--- src/common/uartRxPkg.sv ---
// Shared constants for the UART receive path
// FIFO word field layout and 16x oversampling timing
package uartRxPkg;

    // FIFO word: 8 data bits plus 3 error flags
    localparam int RX_WORD_W  = 11;
    localparam int DATA_LSB   = 0;
    localparam int DATA_MSB   = 7;
    localparam int PE_BIT     = 8;    // Parity error
    localparam int FE_BIT     = 9;    // Framing error
    localparam int BI_BIT     = 10;   // Break indication

    // Receiver sampling
    localparam int OVERSAMPLE = 16;   // Ticks per bit
    localparam int MID_SAMPLE = 7;    // Start bit check point

    // Width of the software baud divisor
    localparam int DIV_W      = 16;

endpackage

--- src/hdl/baudTick.sv ---
// 16x oversampling strobe for the receiver
// One CLK-wide tick every divisor cycles, divisor at least 2
`timescale 1ns/1ps

module baudTick (
    input  logic                        CLK,
    input  logic                        RST,
    input  logic [uartRxPkg::DIV_W-1:0] divisor,  // CLK cycles per tick
    output logic                        tick      // 16x strobe
);
    import uartRxPkg::*;

    logic [DIV_W-1:0] cnt;  // Down-counter, reload at zero

    // New divisor only picked up on reload
    always_ff @(posedge CLK or posedge RST) begin
        if (RST) begin
            cnt  <= '0;
            tick <= 1'b0;
        end else begin
            if (cnt == '0) begin
                cnt  <= divisor - 1'b1;  // Period of divisor cycles
                tick <= 1'b1;
            end else begin
                cnt  <= cnt - 1'b1;
                tick <= 1'b0;
            end
        end
    end

endmodule

--- src/uartRx/uartRx.sv ---
// UART receiver, 8 data bits, optional parity, one stop bit
// Samples the line at mid-bit from the 16x tick and writes one flagged word per frame
`timescale 1ns/1ps

module uartRx (
    input  logic                            CLK,
    input  logic                            RST,
    input  logic                            tick,        // 16x oversampling strobe
    input  logic                            rxd,         // Serial line, idle high
    input  logic                            parityEn,
    input  logic                            parityEven,
    output logic [uartRxPkg::RX_WORD_W-1:0] wrWord,      // Data plus PE/FE/BI
    output logic                            wrStrobe     // One-cycle FIFO write
);
    import uartRxPkg::*;

    localparam int DATA_W = DATA_MSB - DATA_LSB + 1;
    localparam int TCW    = $clog2(OVERSAMPLE);
    localparam int BCW    = $clog2(DATA_W);

    // FSM encoding
    localparam logic [2:0] S_IDLE   = 3'd0;
    localparam logic [2:0] S_START  = 3'd1;
    localparam logic [2:0] S_DATA   = 3'd2;
    localparam logic [2:0] S_PARITY = 3'd3;
    localparam logic [2:0] S_STOP   = 3'd4;
    localparam logic [2:0] S_BREAK  = 3'd5;  // Wait for line high

    logic [1:0]        rxSync;    // 2-flop synchronizer
    logic              rxS;       // Synchronized line
    logic              rxPrev;    // For falling edge
    logic [2:0]        state;
    logic [TCW-1:0]    tickCnt;   // Ticks since last sample
    logic [BCW-1:0]    bitCnt;    // Data bit index
    logic [DATA_W-1:0] shiftReg;
    logic              parAcc;    // XOR of data bits
    logic              allZero;   // Every sampled bit low so far
    logic              peFlag;
    logic              bitTick;   // Sample point of current bit
    logic              breakNow;

    assign rxS = rxSync[1];

    // Start bit checked at mid-bit, later bits a full bit apart
    assign bitTick = tick && (tickCnt == ((state == S_START) ? TCW'(MID_SAMPLE)
                                                             : TCW'(OVERSAMPLE - 1)));

    // Data, parity and stop all low
    assign breakNow = allZero && !rxS;

    always_ff @(posedge CLK or posedge RST) begin
        if (RST) begin
            rxSync   <= 2'b11;  // Line idles high
            rxPrev   <= 1'b1;
            state    <= S_IDLE;
            tickCnt  <= '0;
            bitCnt   <= '0;
            parAcc   <= 1'b0;
            allZero  <= 1'b0;
            peFlag   <= 1'b0;
            wrStrobe <= 1'b0;
        end else begin
            rxSync   <= {rxSync[0], rxd};
            rxPrev   <= rxS;
            wrStrobe <= 1'b0;  // Pulse only
            if (tick && state != S_IDLE) begin
                tickCnt <= bitTick ? '0 : tickCnt + 1'b1;
            end
            case (state)
                S_IDLE: begin
                    tickCnt <= '0;
                    if (rxPrev && !rxS) begin  // Falling edge, start hunt
                        state <= S_START;
                    end
                end
                S_START: begin
                    if (bitTick) begin
                        bitCnt  <= '0;
                        parAcc  <= 1'b0;
                        allZero <= 1'b1;
                        peFlag  <= 1'b0;
                        state   <= rxS ? S_IDLE : S_DATA;  // Glitch back to idle
                    end
                end
                S_DATA: begin
                    if (bitTick) begin
                        parAcc  <= parAcc ^ rxS;
                        allZero <= allZero & !rxS;
                        bitCnt  <= bitCnt + 1'b1;
                        if (bitCnt == BCW'(DATA_W - 1)) begin
                            state <= parityEn ? S_PARITY : S_STOP;
                        end
                    end
                end
                S_PARITY: begin
                    if (bitTick) begin
                        // Even: total ones even; odd: total ones odd
                        peFlag  <= parAcc ^ rxS ^ !parityEven;
                        allZero <= allZero & !rxS;
                        state   <= S_STOP;
                    end
                end
                S_STOP: begin
                    if (bitTick) begin
                        wrStrobe <= 1'b1;
                        state    <= breakNow ? S_BREAK : S_IDLE;
                    end
                end
                S_BREAK: begin
                    if (rxS) begin
                        state <= S_IDLE;
                    end
                end
                default: state <= S_IDLE;
            endcase
        end
    end

    // Data path, LSB first
    always_ff @(posedge CLK) begin
        if (state == S_DATA && bitTick) begin
            shiftReg <= {rxS, shiftReg[DATA_W-1:1]};
        end
        if (state == S_STOP && bitTick) begin
            wrWord[DATA_MSB:DATA_LSB] <= shiftReg;       // Zero on break
            wrWord[PE_BIT]            <= peFlag && !breakNow;
            wrWord[FE_BIT]            <= !rxS;           // Stop bit low
            wrWord[BI_BIT]            <= breakNow;
        end
    end

    // One write per frame, never back to back
    wrStrobeSingle: assert property (@(posedge CLK) disable iff (RST)
        wrStrobe |=> !wrStrobe);

endmodule

--- src/rxFifo/rxFifo.sv ---
// Receive FIFO with registered read data
// Extra pointer wrap bit tells full from empty, level is the pointer difference
`timescale 1ns/1ps

module rxFifo #(
    parameter int FIFO_AW = 4   // log2 of depth
) (
    input  logic                            CLK,
    input  logic                            RST,
    input  logic                            clear,   // Empty the FIFO
    input  logic                            write,
    input  logic                            read,
    input  logic [uartRxPkg::RX_WORD_W-1:0] d,
    output logic [uartRxPkg::RX_WORD_W-1:0] q,       // Head word
    output logic                            empty,   // Registered
    output logic                            full,
    output logic [FIFO_AW:0]                level
);
    import uartRxPkg::*;

    localparam int DEPTH = 2 ** FIFO_AW;

    logic [RX_WORD_W-1:0] mem [DEPTH];
    logic [FIFO_AW:0]     wrPtr;   // MSB is wrap bit
    logic [FIFO_AW:0]     rdPtr;
    logic                 wrOk;
    logic                 rdOk;

    // Same slot, opposite lap
    assign full  = (wrPtr[FIFO_AW-1:0] == rdPtr[FIFO_AW-1:0]) &&
                   (wrPtr[FIFO_AW] != rdPtr[FIFO_AW]);
    assign wrOk  = write && !full;   // Write while full is dropped
    assign rdOk  = read && !empty;
    assign level = wrPtr - rdPtr;    // Handles simultaneous read and write

    always_ff @(posedge CLK or posedge RST) begin
        if (RST) begin
            wrPtr <= '0;
            rdPtr <= '0;
            empty <= 1'b1;
        end else begin
            if (clear) begin
                wrPtr <= '0;
                rdPtr <= '0;
                empty <= 1'b1;
            end else begin
                if (wrOk) begin
                    wrPtr <= wrPtr + 1'b1;
                end
                if (rdOk) begin
                    rdPtr <= rdPtr + 1'b1;
                end
                empty <= (wrPtr == rdPtr);  // One cycle behind pointers
            end
        end
    end

    // Storage and registered head
    always_ff @(posedge CLK) begin
        if (wrOk) begin
            mem[wrPtr[FIFO_AW-1:0]] <= d;
        end
        q <= mem[rdPtr[FIFO_AW-1:0]];
    end

    levelBound: assert property (@(posedge CLK) disable iff (RST)
        level <= (FIFO_AW + 1)'(DEPTH));

endmodule

--- src/hdl/rxHost.sv ---
// Host read side of the receive FIFO
// Splits the head word, gates pops, latches overrun and tracks flagged words
`timescale 1ns/1ps

module rxHost #(
    parameter int FIFO_AW = 4
) (
    input  logic                            CLK,
    input  logic                            RST,
    input  logic                            rdStrobe,   // Host read pulse
    input  logic                            lsrRead,    // Clears overrun
    input  logic                            fifoClear,
    input  logic                            wrStrobe,   // Receiver write
    input  logic [uartRxPkg::RX_WORD_W-1:0] wrWord,
    input  logic [uartRxPkg::RX_WORD_W-1:0] headWord,
    input  logic                            empty,
    input  logic                            full,
    output logic                            rdPop,
    output logic [uartRxPkg::DATA_MSB-uartRxPkg::DATA_LSB:0] rxData,
    output logic                            parityErr,
    output logic                            frameErr,
    output logic                            breakInt,
    output logic                            dataReady,
    output logic                            overrun,
    output logic                            fifoError   // Some stored word flagged
);
    import uartRxPkg::*;

    logic             popPrev;   // Pop in previous cycle
    logic [FIFO_AW:0] errCnt;    // Flagged words in FIFO
    logic             errIn;     // Accepted flagged write
    logic             errOut;    // Flagged head popped

    // Head word fields
    assign rxData    = headWord[DATA_MSB:DATA_LSB];
    assign parityErr = headWord[PE_BIT];
    assign frameErr  = headWord[FE_BIT];
    assign breakInt  = headWord[BI_BIT];

    assign dataReady = !empty;
    assign rdPop     = rdStrobe && dataReady && !popPrev;  // Covers stale empty
    assign fifoError = (errCnt != '0);

    assign errIn  = wrStrobe && !full &&
                    (wrWord[PE_BIT] || wrWord[FE_BIT] || wrWord[BI_BIT]);
    assign errOut = rdPop && (parityErr || frameErr || breakInt);

    always_ff @(posedge CLK or posedge RST) begin
        if (RST) begin
            popPrev <= 1'b0;
            overrun <= 1'b0;
            errCnt  <= '0;
        end else begin
            popPrev <= rdPop;
            if (wrStrobe && full) begin
                overrun <= 1'b1;    // Set wins over clear
            end else if (lsrRead) begin
                overrun <= 1'b0;
            end
            if (fifoClear) begin
                errCnt <= '0;
            end else if (errIn && !errOut) begin
                errCnt <= errCnt + 1'b1;
            end else if (errOut && !errIn) begin
                errCnt <= errCnt - 1'b1;
            end
        end
    end

    // Pops only from a non-empty FIFO, never back to back
    popSafe: assert property (@(posedge CLK) disable iff (RST)
        rdPop |-> !empty ##1 !rdPop);

endmodule

--- src/hdl/uartRxTop.sv ---
// Receive half of a 16550-style UART
// Baud tick, receiver, receive FIFO and host read side
`timescale 1ns/1ps

module uartRxTop #(
    parameter int FIFO_AW = 4   // FIFO depth 2**FIFO_AW
) (
    input  logic                        CLK,
    input  logic                        RST,
    input  logic                        rxd,         // Serial in, idle high
    input  logic [uartRxPkg::DIV_W-1:0] divisor,     // CLK cycles per 16x tick
    input  logic                        parityEn,
    input  logic                        parityEven,
    input  logic                        fifoClear,
    input  logic                        rdStrobe,
    input  logic                        lsrRead,
    output logic [uartRxPkg::DATA_MSB-uartRxPkg::DATA_LSB:0] rxData,
    output logic                        parityErr,
    output logic                        frameErr,
    output logic                        breakInt,
    output logic                        dataReady,
    output logic                        overrun,
    output logic                        fifoError,
    output logic [FIFO_AW:0]            rxLevel
);
    import uartRxPkg::*;

    logic                 tick;
    logic [RX_WORD_W-1:0] wrWord;     // Receiver to FIFO
    logic                 wrStrobe;
    logic [RX_WORD_W-1:0] headWord;   // FIFO head to host
    logic                 fifoEmpty;
    logic                 fifoFull;
    logic                 rdPop;

    baudTick uBaud (
        .CLK     (CLK),
        .RST     (RST),
        .divisor (divisor),
        .tick    (tick)
    );

    uartRx uRx (
        .CLK        (CLK),
        .RST        (RST),
        .tick       (tick),
        .rxd        (rxd),
        .parityEn   (parityEn),
        .parityEven (parityEven),
        .wrWord     (wrWord),
        .wrStrobe   (wrStrobe)
    );

    rxFifo #(.FIFO_AW(FIFO_AW)) uFifo (
        .CLK   (CLK),
        .RST   (RST),
        .clear (fifoClear),
        .write (wrStrobe),
        .read  (rdPop),
        .d     (wrWord),
        .q     (headWord),
        .empty (fifoEmpty),
        .full  (fifoFull),
        .level (rxLevel)
    );

    rxHost #(.FIFO_AW(FIFO_AW)) uHost (
        .CLK       (CLK),
        .RST       (RST),
        .rdStrobe  (rdStrobe),
        .lsrRead   (lsrRead),
        .fifoClear (fifoClear),
        .wrStrobe  (wrStrobe),
        .wrWord    (wrWord),
        .headWord  (headWord),
        .empty     (fifoEmpty),
        .full      (fifoFull),
        .rdPop     (rdPop),
        .rxData    (rxData),
        .parityErr (parityErr),
        .frameErr  (frameErr),
        .breakInt  (breakInt),
        .dataReady (dataReady),
        .overrun   (overrun),
        .fifoError (fifoError)
    );

endmodule

--- config.mk ---
export PLATFORM = sky130hd
export DESIGN_NAME = uartRxTop
export DESIGN_NICKNAME = d
export VERILOG_FILES = /design/src/common/uartRxPkg.sv /design/src/hdl/baudTick.sv /design/src/uartRx/uartRx.sv /design/src/rxFifo/rxFifo.sv /design/src/hdl/rxHost.sv /design/src/hdl/uartRxTop.sv
export SDC_FILE = /design/constraint.sdc
export NUM_CORES = 1
export LEC_CHECK = 0
export BUFFER_PORTS_ARGS = -buffer_cell sky130_fd_sc_hd__buf_2
export CORE_UTILIZATION = 40
export CTS_CLUSTER_SIZE = 24
export DETAILED_ROUTE_END_ITERATION = 7
export GPL_TIMING_DRIVEN = 1
export PLACE_DENSITY = 0.64
export SETUP_SLACK_MARGIN = 0.02
export SYNTH_ARGS = -nofsm -noshare
export SYNTH_HDL_FRONTEND = slang
export SYNTH_SLANG_ARGS = --single-unit
export TNS_END_PERCENT = 10
--- constraint.sdc ---
create_clock -name CLK -period 8.2 [get_ports CLK]
set_input_delay 1.64 -clock CLK [delete_from_list [all_inputs] [get_ports CLK]]
set_output_delay 1.64 -clock CLK [all_outputs]
set_load 0.02 [all_outputs]
==> metrics.yaml, run 1 <==
power:
  total_power_mw: 2.71
  peakVddDrop_uv: 155
  p_per_area_nw_per_um2: 223
  power.leakage_nw: 4.27
synthesis:
  avgSynthCellArea_um2: 16.5
  synth_async_sr_flop_share_pct: 20.2
  synth_commonest_cells: "195 x edfxtp_1, 57 x nor2_1, 55 x mux4_2"
  synth_area_leader_cell: "edfxtp_1"
  synth_seq_cells: 258
  ys_top_cells_by_area: "edfxtp_1 55%, mux4_2 12%, dfrtp_1 11%"
  synthCells: 642
  synth.most_common_cell: "edfxtp_1"
  ys_seq_area_share_pct: 69.7
  synth_edf_count: 195
  ys_types: 54
  yosys.area.top_type_share_pct: 55.3
  synthFlopType: "edfxtp_1"
  syn-num-nets: 685
  synth_warnings: 0
  syn_area_um2: 10600
global_routing:
  grt_max_degree: 53
  grt.total_usage_pct: 15.9
  grt-ovfl-total: 0
  grt_pass1_vias: 5880
  grt_antenna_before_repair: 0
  grt_pass1_wl_um: 32800
timing:
  finalMaxSlewViolations: 0
  tightest_slew_ps: 1010
  finalCritPeriodShare_pct: 54.6
  finalSetupViolCount: 0
  tns_ps: 0
  grt_setup_unrepaired: "no"
  finalWorstSetupSlack_ps: 3730
  clock.fmax_ghz: 0.224
  hold_violations: 0
  clock_skew_ps: 11.5
  maxSlewHeadroom_pct: 32.1
  period_minus_slack_ps: 4470
detailed_routing:
  via_count: 5749
  drt-pass1-iter-count: 4
  route.detailed.drc: 0
  detail_route.wirelength_um: 20900
  wl_per_cell_um: 19.6
  postRouteAntennaNets: 0
  drt-initial-drc-count: 407
  viasPerCell: 5.41
critical_path:
  endpoint_kind: "output port"
  crit_fanout: 48
  worst-path-buf-inv: 3
  critPathKind: "flip-flop to output port"
  cpPeakStageDelay_ps: 730
  crit_required_ps: 6560
  start_kind: "flip-flop"
  cp_slowest_cell: "buf_4"
  crit_family: "buffers and inverters"
  path_cells: "buf_4 > ha_1 > fa_1 > inv_1 > a21o_1 > a21oi_1 > xnor2_1 > buf_2"
  cp.arrival_ps: 2830
clock_tree:
  clkLatencyLatePin_ps: 520
  cts_buffers: 26
  cts_tree: "built"
  cts_resized: 0
  htreeDepth: 1
  clk_pin_slew_ps: 60
  cts_sinks: 258
  cts_root_buf: "clkbuf_16"
  post_cts_buffers: 0
  postCtsHoldBufs: 0
  clk_path_buf_depth: 3
die:
  initial_utilization_pct: 40.7
  die_area_um2: 27100
  core-area_um2: 26100
  ios: 43
  die_w_um: 165
  rows: 59
  die_y_um: 165
placement:
  io_buffer_count: 42
  place_ws_ps: 4170
  gp_congestion: 0.868
  dpl_cell_area_um2: 11300
  dp_hpwl_um: 13000
finish:
  post-route-util_pct: 46.6
  drive_above_1_share_pct: 23.9
  fin_area_um2: 12200
  nets: 752
  area_delta_synth_final_pct: 14.7
  antenna_cells: 0
hold_path:
  hold_class: "flip-flop to flip-flop"
run_status:
  status: "complete, no violations"
job:
  maxCapViolations: 0
registers in the layout, summed over array words and instances, names as in the netlist, 2 cells and up:
name,cells
uFifo.mem,176
uBaud.cnt,16
uFifo.q,11
uRx.wrWord,11
uRx.shiftReg,8
uFifo.rdPtr,5
uFifo.wrPtr,5
uHost.errCnt,5
uRx.tickCnt,4
uRx.bitCnt,3
uRx.state,3
uRx.rxSync,2
where the power goes:
part / switching (mW) / internal (mW) / leakage (nW)
Clock: 0.480 / 0.698 / 0.422
Sequential: 0.0312 / 1.40 / 2.51
Combinational: 0.0572 / 0.0422 / 1.34
routing by layer:
layer	track usage, %	vias up	share of wire, %	wire length, µm
met2	28.4	118	53	11100
met5	0	-	0	0
li1	-	2619	-	-
met1	20.6	2987	41	8640
met3	2.31	25	3.6	759
met4	3.29	0	1.5	316
per-stage QoR:
stage               hold WS, ps  instances
floorplan                   345        642
global placement            346       1016
detailed placement          347       1016
CTS                         355       1063
global route                365       1063
finish                      356       1063
cell usage in the layout, fill, tap and decap left out, drive strengths merged, types with 17 or more instances in the layout:
master    n
o21ai    19
edfxtp  195
nor2     57
nand2    26
inv      24
clkbuf   34
ha       17
buf      62
mux4     55
xnor2    17
dfrtp    48
a21oi    27
worst paths after layout:
check / cells after the start / startpoint / slack (ps) / end
hold / removal: 0 / uRx.rxSync[0]$_DFF_PP1_ / 360 / uRx.rxSync[1]$_DFF_PP1_
max in group asynchronous: 3 / RST / 6410 / uFifo.rdPtr[0]$_DFFE_PP0P_
min in group asynchronous: 3 / RST / 1310 / uBaud.cnt[12]$_DFF_PP0_
setup reg to reg: 12 / uFifo.rdPtr[0]$_DFFE_PP0P_ / 4480 / uHost.errCnt[4]$_DFFE_PP0P_
hold reg to reg: 0 / uRx.rxSync[0]$_DFF_PP1_ / 360 / uRx.rxSync[1]$_DFF_PP1_
setup / recovery: 8 / uFifo.rdPtr[0]$_DFFE_PP0P_ / 3730 / rxLevel[4]
area by class of cell:
class,count,area [µm²]
clock inverters,13,153
fillers,2190,13900
repair buffers,62,360
well taps,335,419
inverters,24,90.1
multi-input cells,337,3050
clock buffers,34,701
flip-flops and latches,258,7380
cells by family after synthesis:
logic type / synth area share (%)
multiplexers: 12.5
AND/OR/NAND/NOR: 6.79
XOR/XNOR: 2.40
buffers and inverters: 1.78
flip-flops: 69.7
adder cells (fa/ha/maj): 2.39
AO/OA/AOI/OAI: 4.52
Note: power is estimated with default switching activity, not from simulation.
==> run 2: changes to the inputs <==
Settings changed: PLACE_DENSITY 0.64 to 0.66.
Clock period 8.2 ns to 4.05 ns, I/O delays scaled along.
==> run 2 against run 1 <==
  * Sequential power is 100% higher
  * Design area grew 0.65%
  * Utilization is 0.30 points higher
  * Sequential share of layout area decreased by 0.39 points
  * Register-to-register slack lost 3600 ps
  * Flip-flop and latch count is the same
  * Routed wire length shrank 2.6%
  * Critical endpoint unchanged
  * Largest cell class unchanged
==> metrics.yaml, run 2 (synthesized netlist as in run 1, its figures left out) <==
die:
  initial_utilization_pct: 40.7  # unchanged
  ios: 43  # unchanged
  die_y_um: 165  # unchanged
  rows: 59  # unchanged
  core-area_um2: 26100  # unchanged
  die_w_um: 165  # unchanged
  die_area_um2: 27100  # unchanged
critical_path:
  critPathKind: "flip-flop to output port"  # unchanged
  crit_fanout: 47  # was 48
  start_kind: "flip-flop"  # unchanged
  endpoint_kind: "output port"  # unchanged
  crit_required_ps: 3240  # was 6560 ps
  cp.arrival_ps: 2530  # was 2830 ps
global_routing:
  grt-ovfl-total: 0  # unchanged
  grt_max_degree: 48  # was 53
  grt_antenna_before_repair: 0  # unchanged
  grt_pass1_wl_um: 31800  # was 32800 µm
  grt_pass1_vias: 5671  # was 5880
  grt.total_usage_pct: 15.6  # was 15.9%
clock_tree:
  clk_path_buf_depth: 3  # unchanged
  clk_pin_slew_ps: 60  # about the same
  htreeDepth: 1  # unchanged
  post_cts_buffers: 0  # unchanged
  cts_root_buf: "clkbuf_16"  # unchanged
  clkLatencyLatePin_ps: 540  # was 520 ps
  postCtsHoldBufs: 0  # unchanged
  cts_buffers: 27  # was 26
  cts_sinks: 258  # unchanged
  cts_tree: "built"  # unchanged
  cts_resized: 0  # unchanged
timing:
  tightest_slew_ps: 944  # was 1010 ps
  hold_violations: 0  # unchanged
  finalWorstSetupSlack_ps: 711  # was 3730 ps
  tns_ps: 0  # unchanged
  clock_skew_ps: 15.7  # was 11.5 ps
  finalSetupViolCount: 0  # unchanged
  clock.fmax_ghz: 0.300
  grt_setup_unrepaired: "no"  # unchanged
  finalCritPeriodShare_pct: 82.4
  period_minus_slack_ps: 3340
  whs_ps: 301  # was 356 ps
  finalMaxSlewViolations: 0  # unchanged
  maxSlewHeadroom_pct: 37.1  # was 32.1%
detailed_routing:
  viasPerCell: 5.35  # was 5.41
  via_count: 5715  # was 5749
  postRouteAntennaNets: 0  # unchanged
  drt-initial-drc-count: 493  # was 407
  route.detailed.drc: 0  # unchanged
  drt-pass1-iter-count: 5  # was 4
  detail_route.wirelength_um: 20300  # was 20900 µm
  wl_per_cell_um: 19.0  # was 19.6 µm
power:
  power.leakage_nw: 4.30  # was 4.27 nW
  peakVddDrop_uv: 335  # was 155 µV
  p_per_area_nw_per_um2: 458  # was 223 nW/µm²
  total_power_mw: 5.60  # was 2.71 mW
finish:
  post_layout_nonfiller_instances: 1068  # was 1063
  drive_above_1_share_pct: 24.7  # was 23.9%
  multi_input_area_um2: 3050  # about the same
  antenna_cells: 0  # unchanged
  most-common-layout-cells: "195 x edfxtp_1, 57 x nor2_1, 55 x mux4_2"  # unchanged
  fin_area_um2: 12200  # about the same
  fill_cells: 2212  # was 2190
  seqCellArea_um2: 7380  # unchanged
  area_delta_synth_final_pct: 15.4  # was 14.7%
  nets: 755  # was 752
  largest_reg_flops: 176  # unchanged
  post-route-util_pct: 46.9  # was 46.6%
  layout_commonest_cell: "edfxtp_1"  # unchanged
placement:
  gp_congestion: 0.874  # was 0.868
  io_buffer_count: 42  # unchanged
  dpl_cell_area_um2: 11300  # about the same
  placedCellCount: 1018  # was 1016
  place_ws_ps: 948  # was 4170 ps
  dp_hpwl_um: 12300  # was 13000 µm
hold_path:
  hold_class: "input port to async pin"  # was flip-flop to flip-flop
job:
  maxCapViolations: 0  # unchanged
run_status:
  status: "complete, no violations"  # unchanged
## run 2: cell count changes in the layout (fill, tap and decap cells not counted), moves of 2 or more
| cell | change |
|---|---|
| buf_4 | +2 |
| clkbuf_1 | -2 |
| clkbuf_8 | +2 |
| clkinvlp_4 | +2 |
## run 2: power breakdown
group	internal (mW)	switching, mW
Sequential	2.84	0.0636
Combinational	0.0853	0.110
Clock	1.49	1.01
Total	4.42	1.18
## run 2: layer usage
layer,global-route usage (%),vias up,share of wire (%)
li1,-,2632,-
met1,20.7,2885,43
met2,26.3,167,49
met3,2.76,31,5.8
met4,4.00,0,2.4
met5,0,-,0
## run 2: path summary, 6_finish.rpt
path	end	slack, ps	from	cells past startpoint
max	rxLevel[4]	710	uFifo.rdPtr[1]$_DFFE_PP0P_	7
max in group asynchronous	uRx.rxPrev$_DFF_PP1_	2940	RST	3
min reg2reg	uRx.rxSync[1]$_DFF_PP1_	360	uRx.rxSync[0]$_DFF_PP1_	0
min	uBaud.cnt[1]$_DFF_PP0_	300	RST	2
max reg2reg	uHost.errCnt[4]$_DFFE_PP0P_	930	uFifo.wrPtr[2]$_DFFE_PP0P_	11
min in group CLK	uRx.rxSync[1]$_DFF_PP1_	360	uRx.rxSync[0]$_DFF_PP1_	0
## run 2: layout make-up
type	instances	area share (%)
multi-input cells	337	24.9
clock buffers	35	6.10
repair buffers	64	3.07
well taps	335	3.43
clock inverters	15	1.36
flip-flops and latches	258	60.4
inverters	24	0.736
## run 2: critical path, cell delays in order, from the launching register on
cell and delay (ps):
dfrtp_2 350, buf_4 550, fa_1 340, inv_1 50
a21o_1 150, a21oi_1 200, xnor2_1 140, buf_2 200
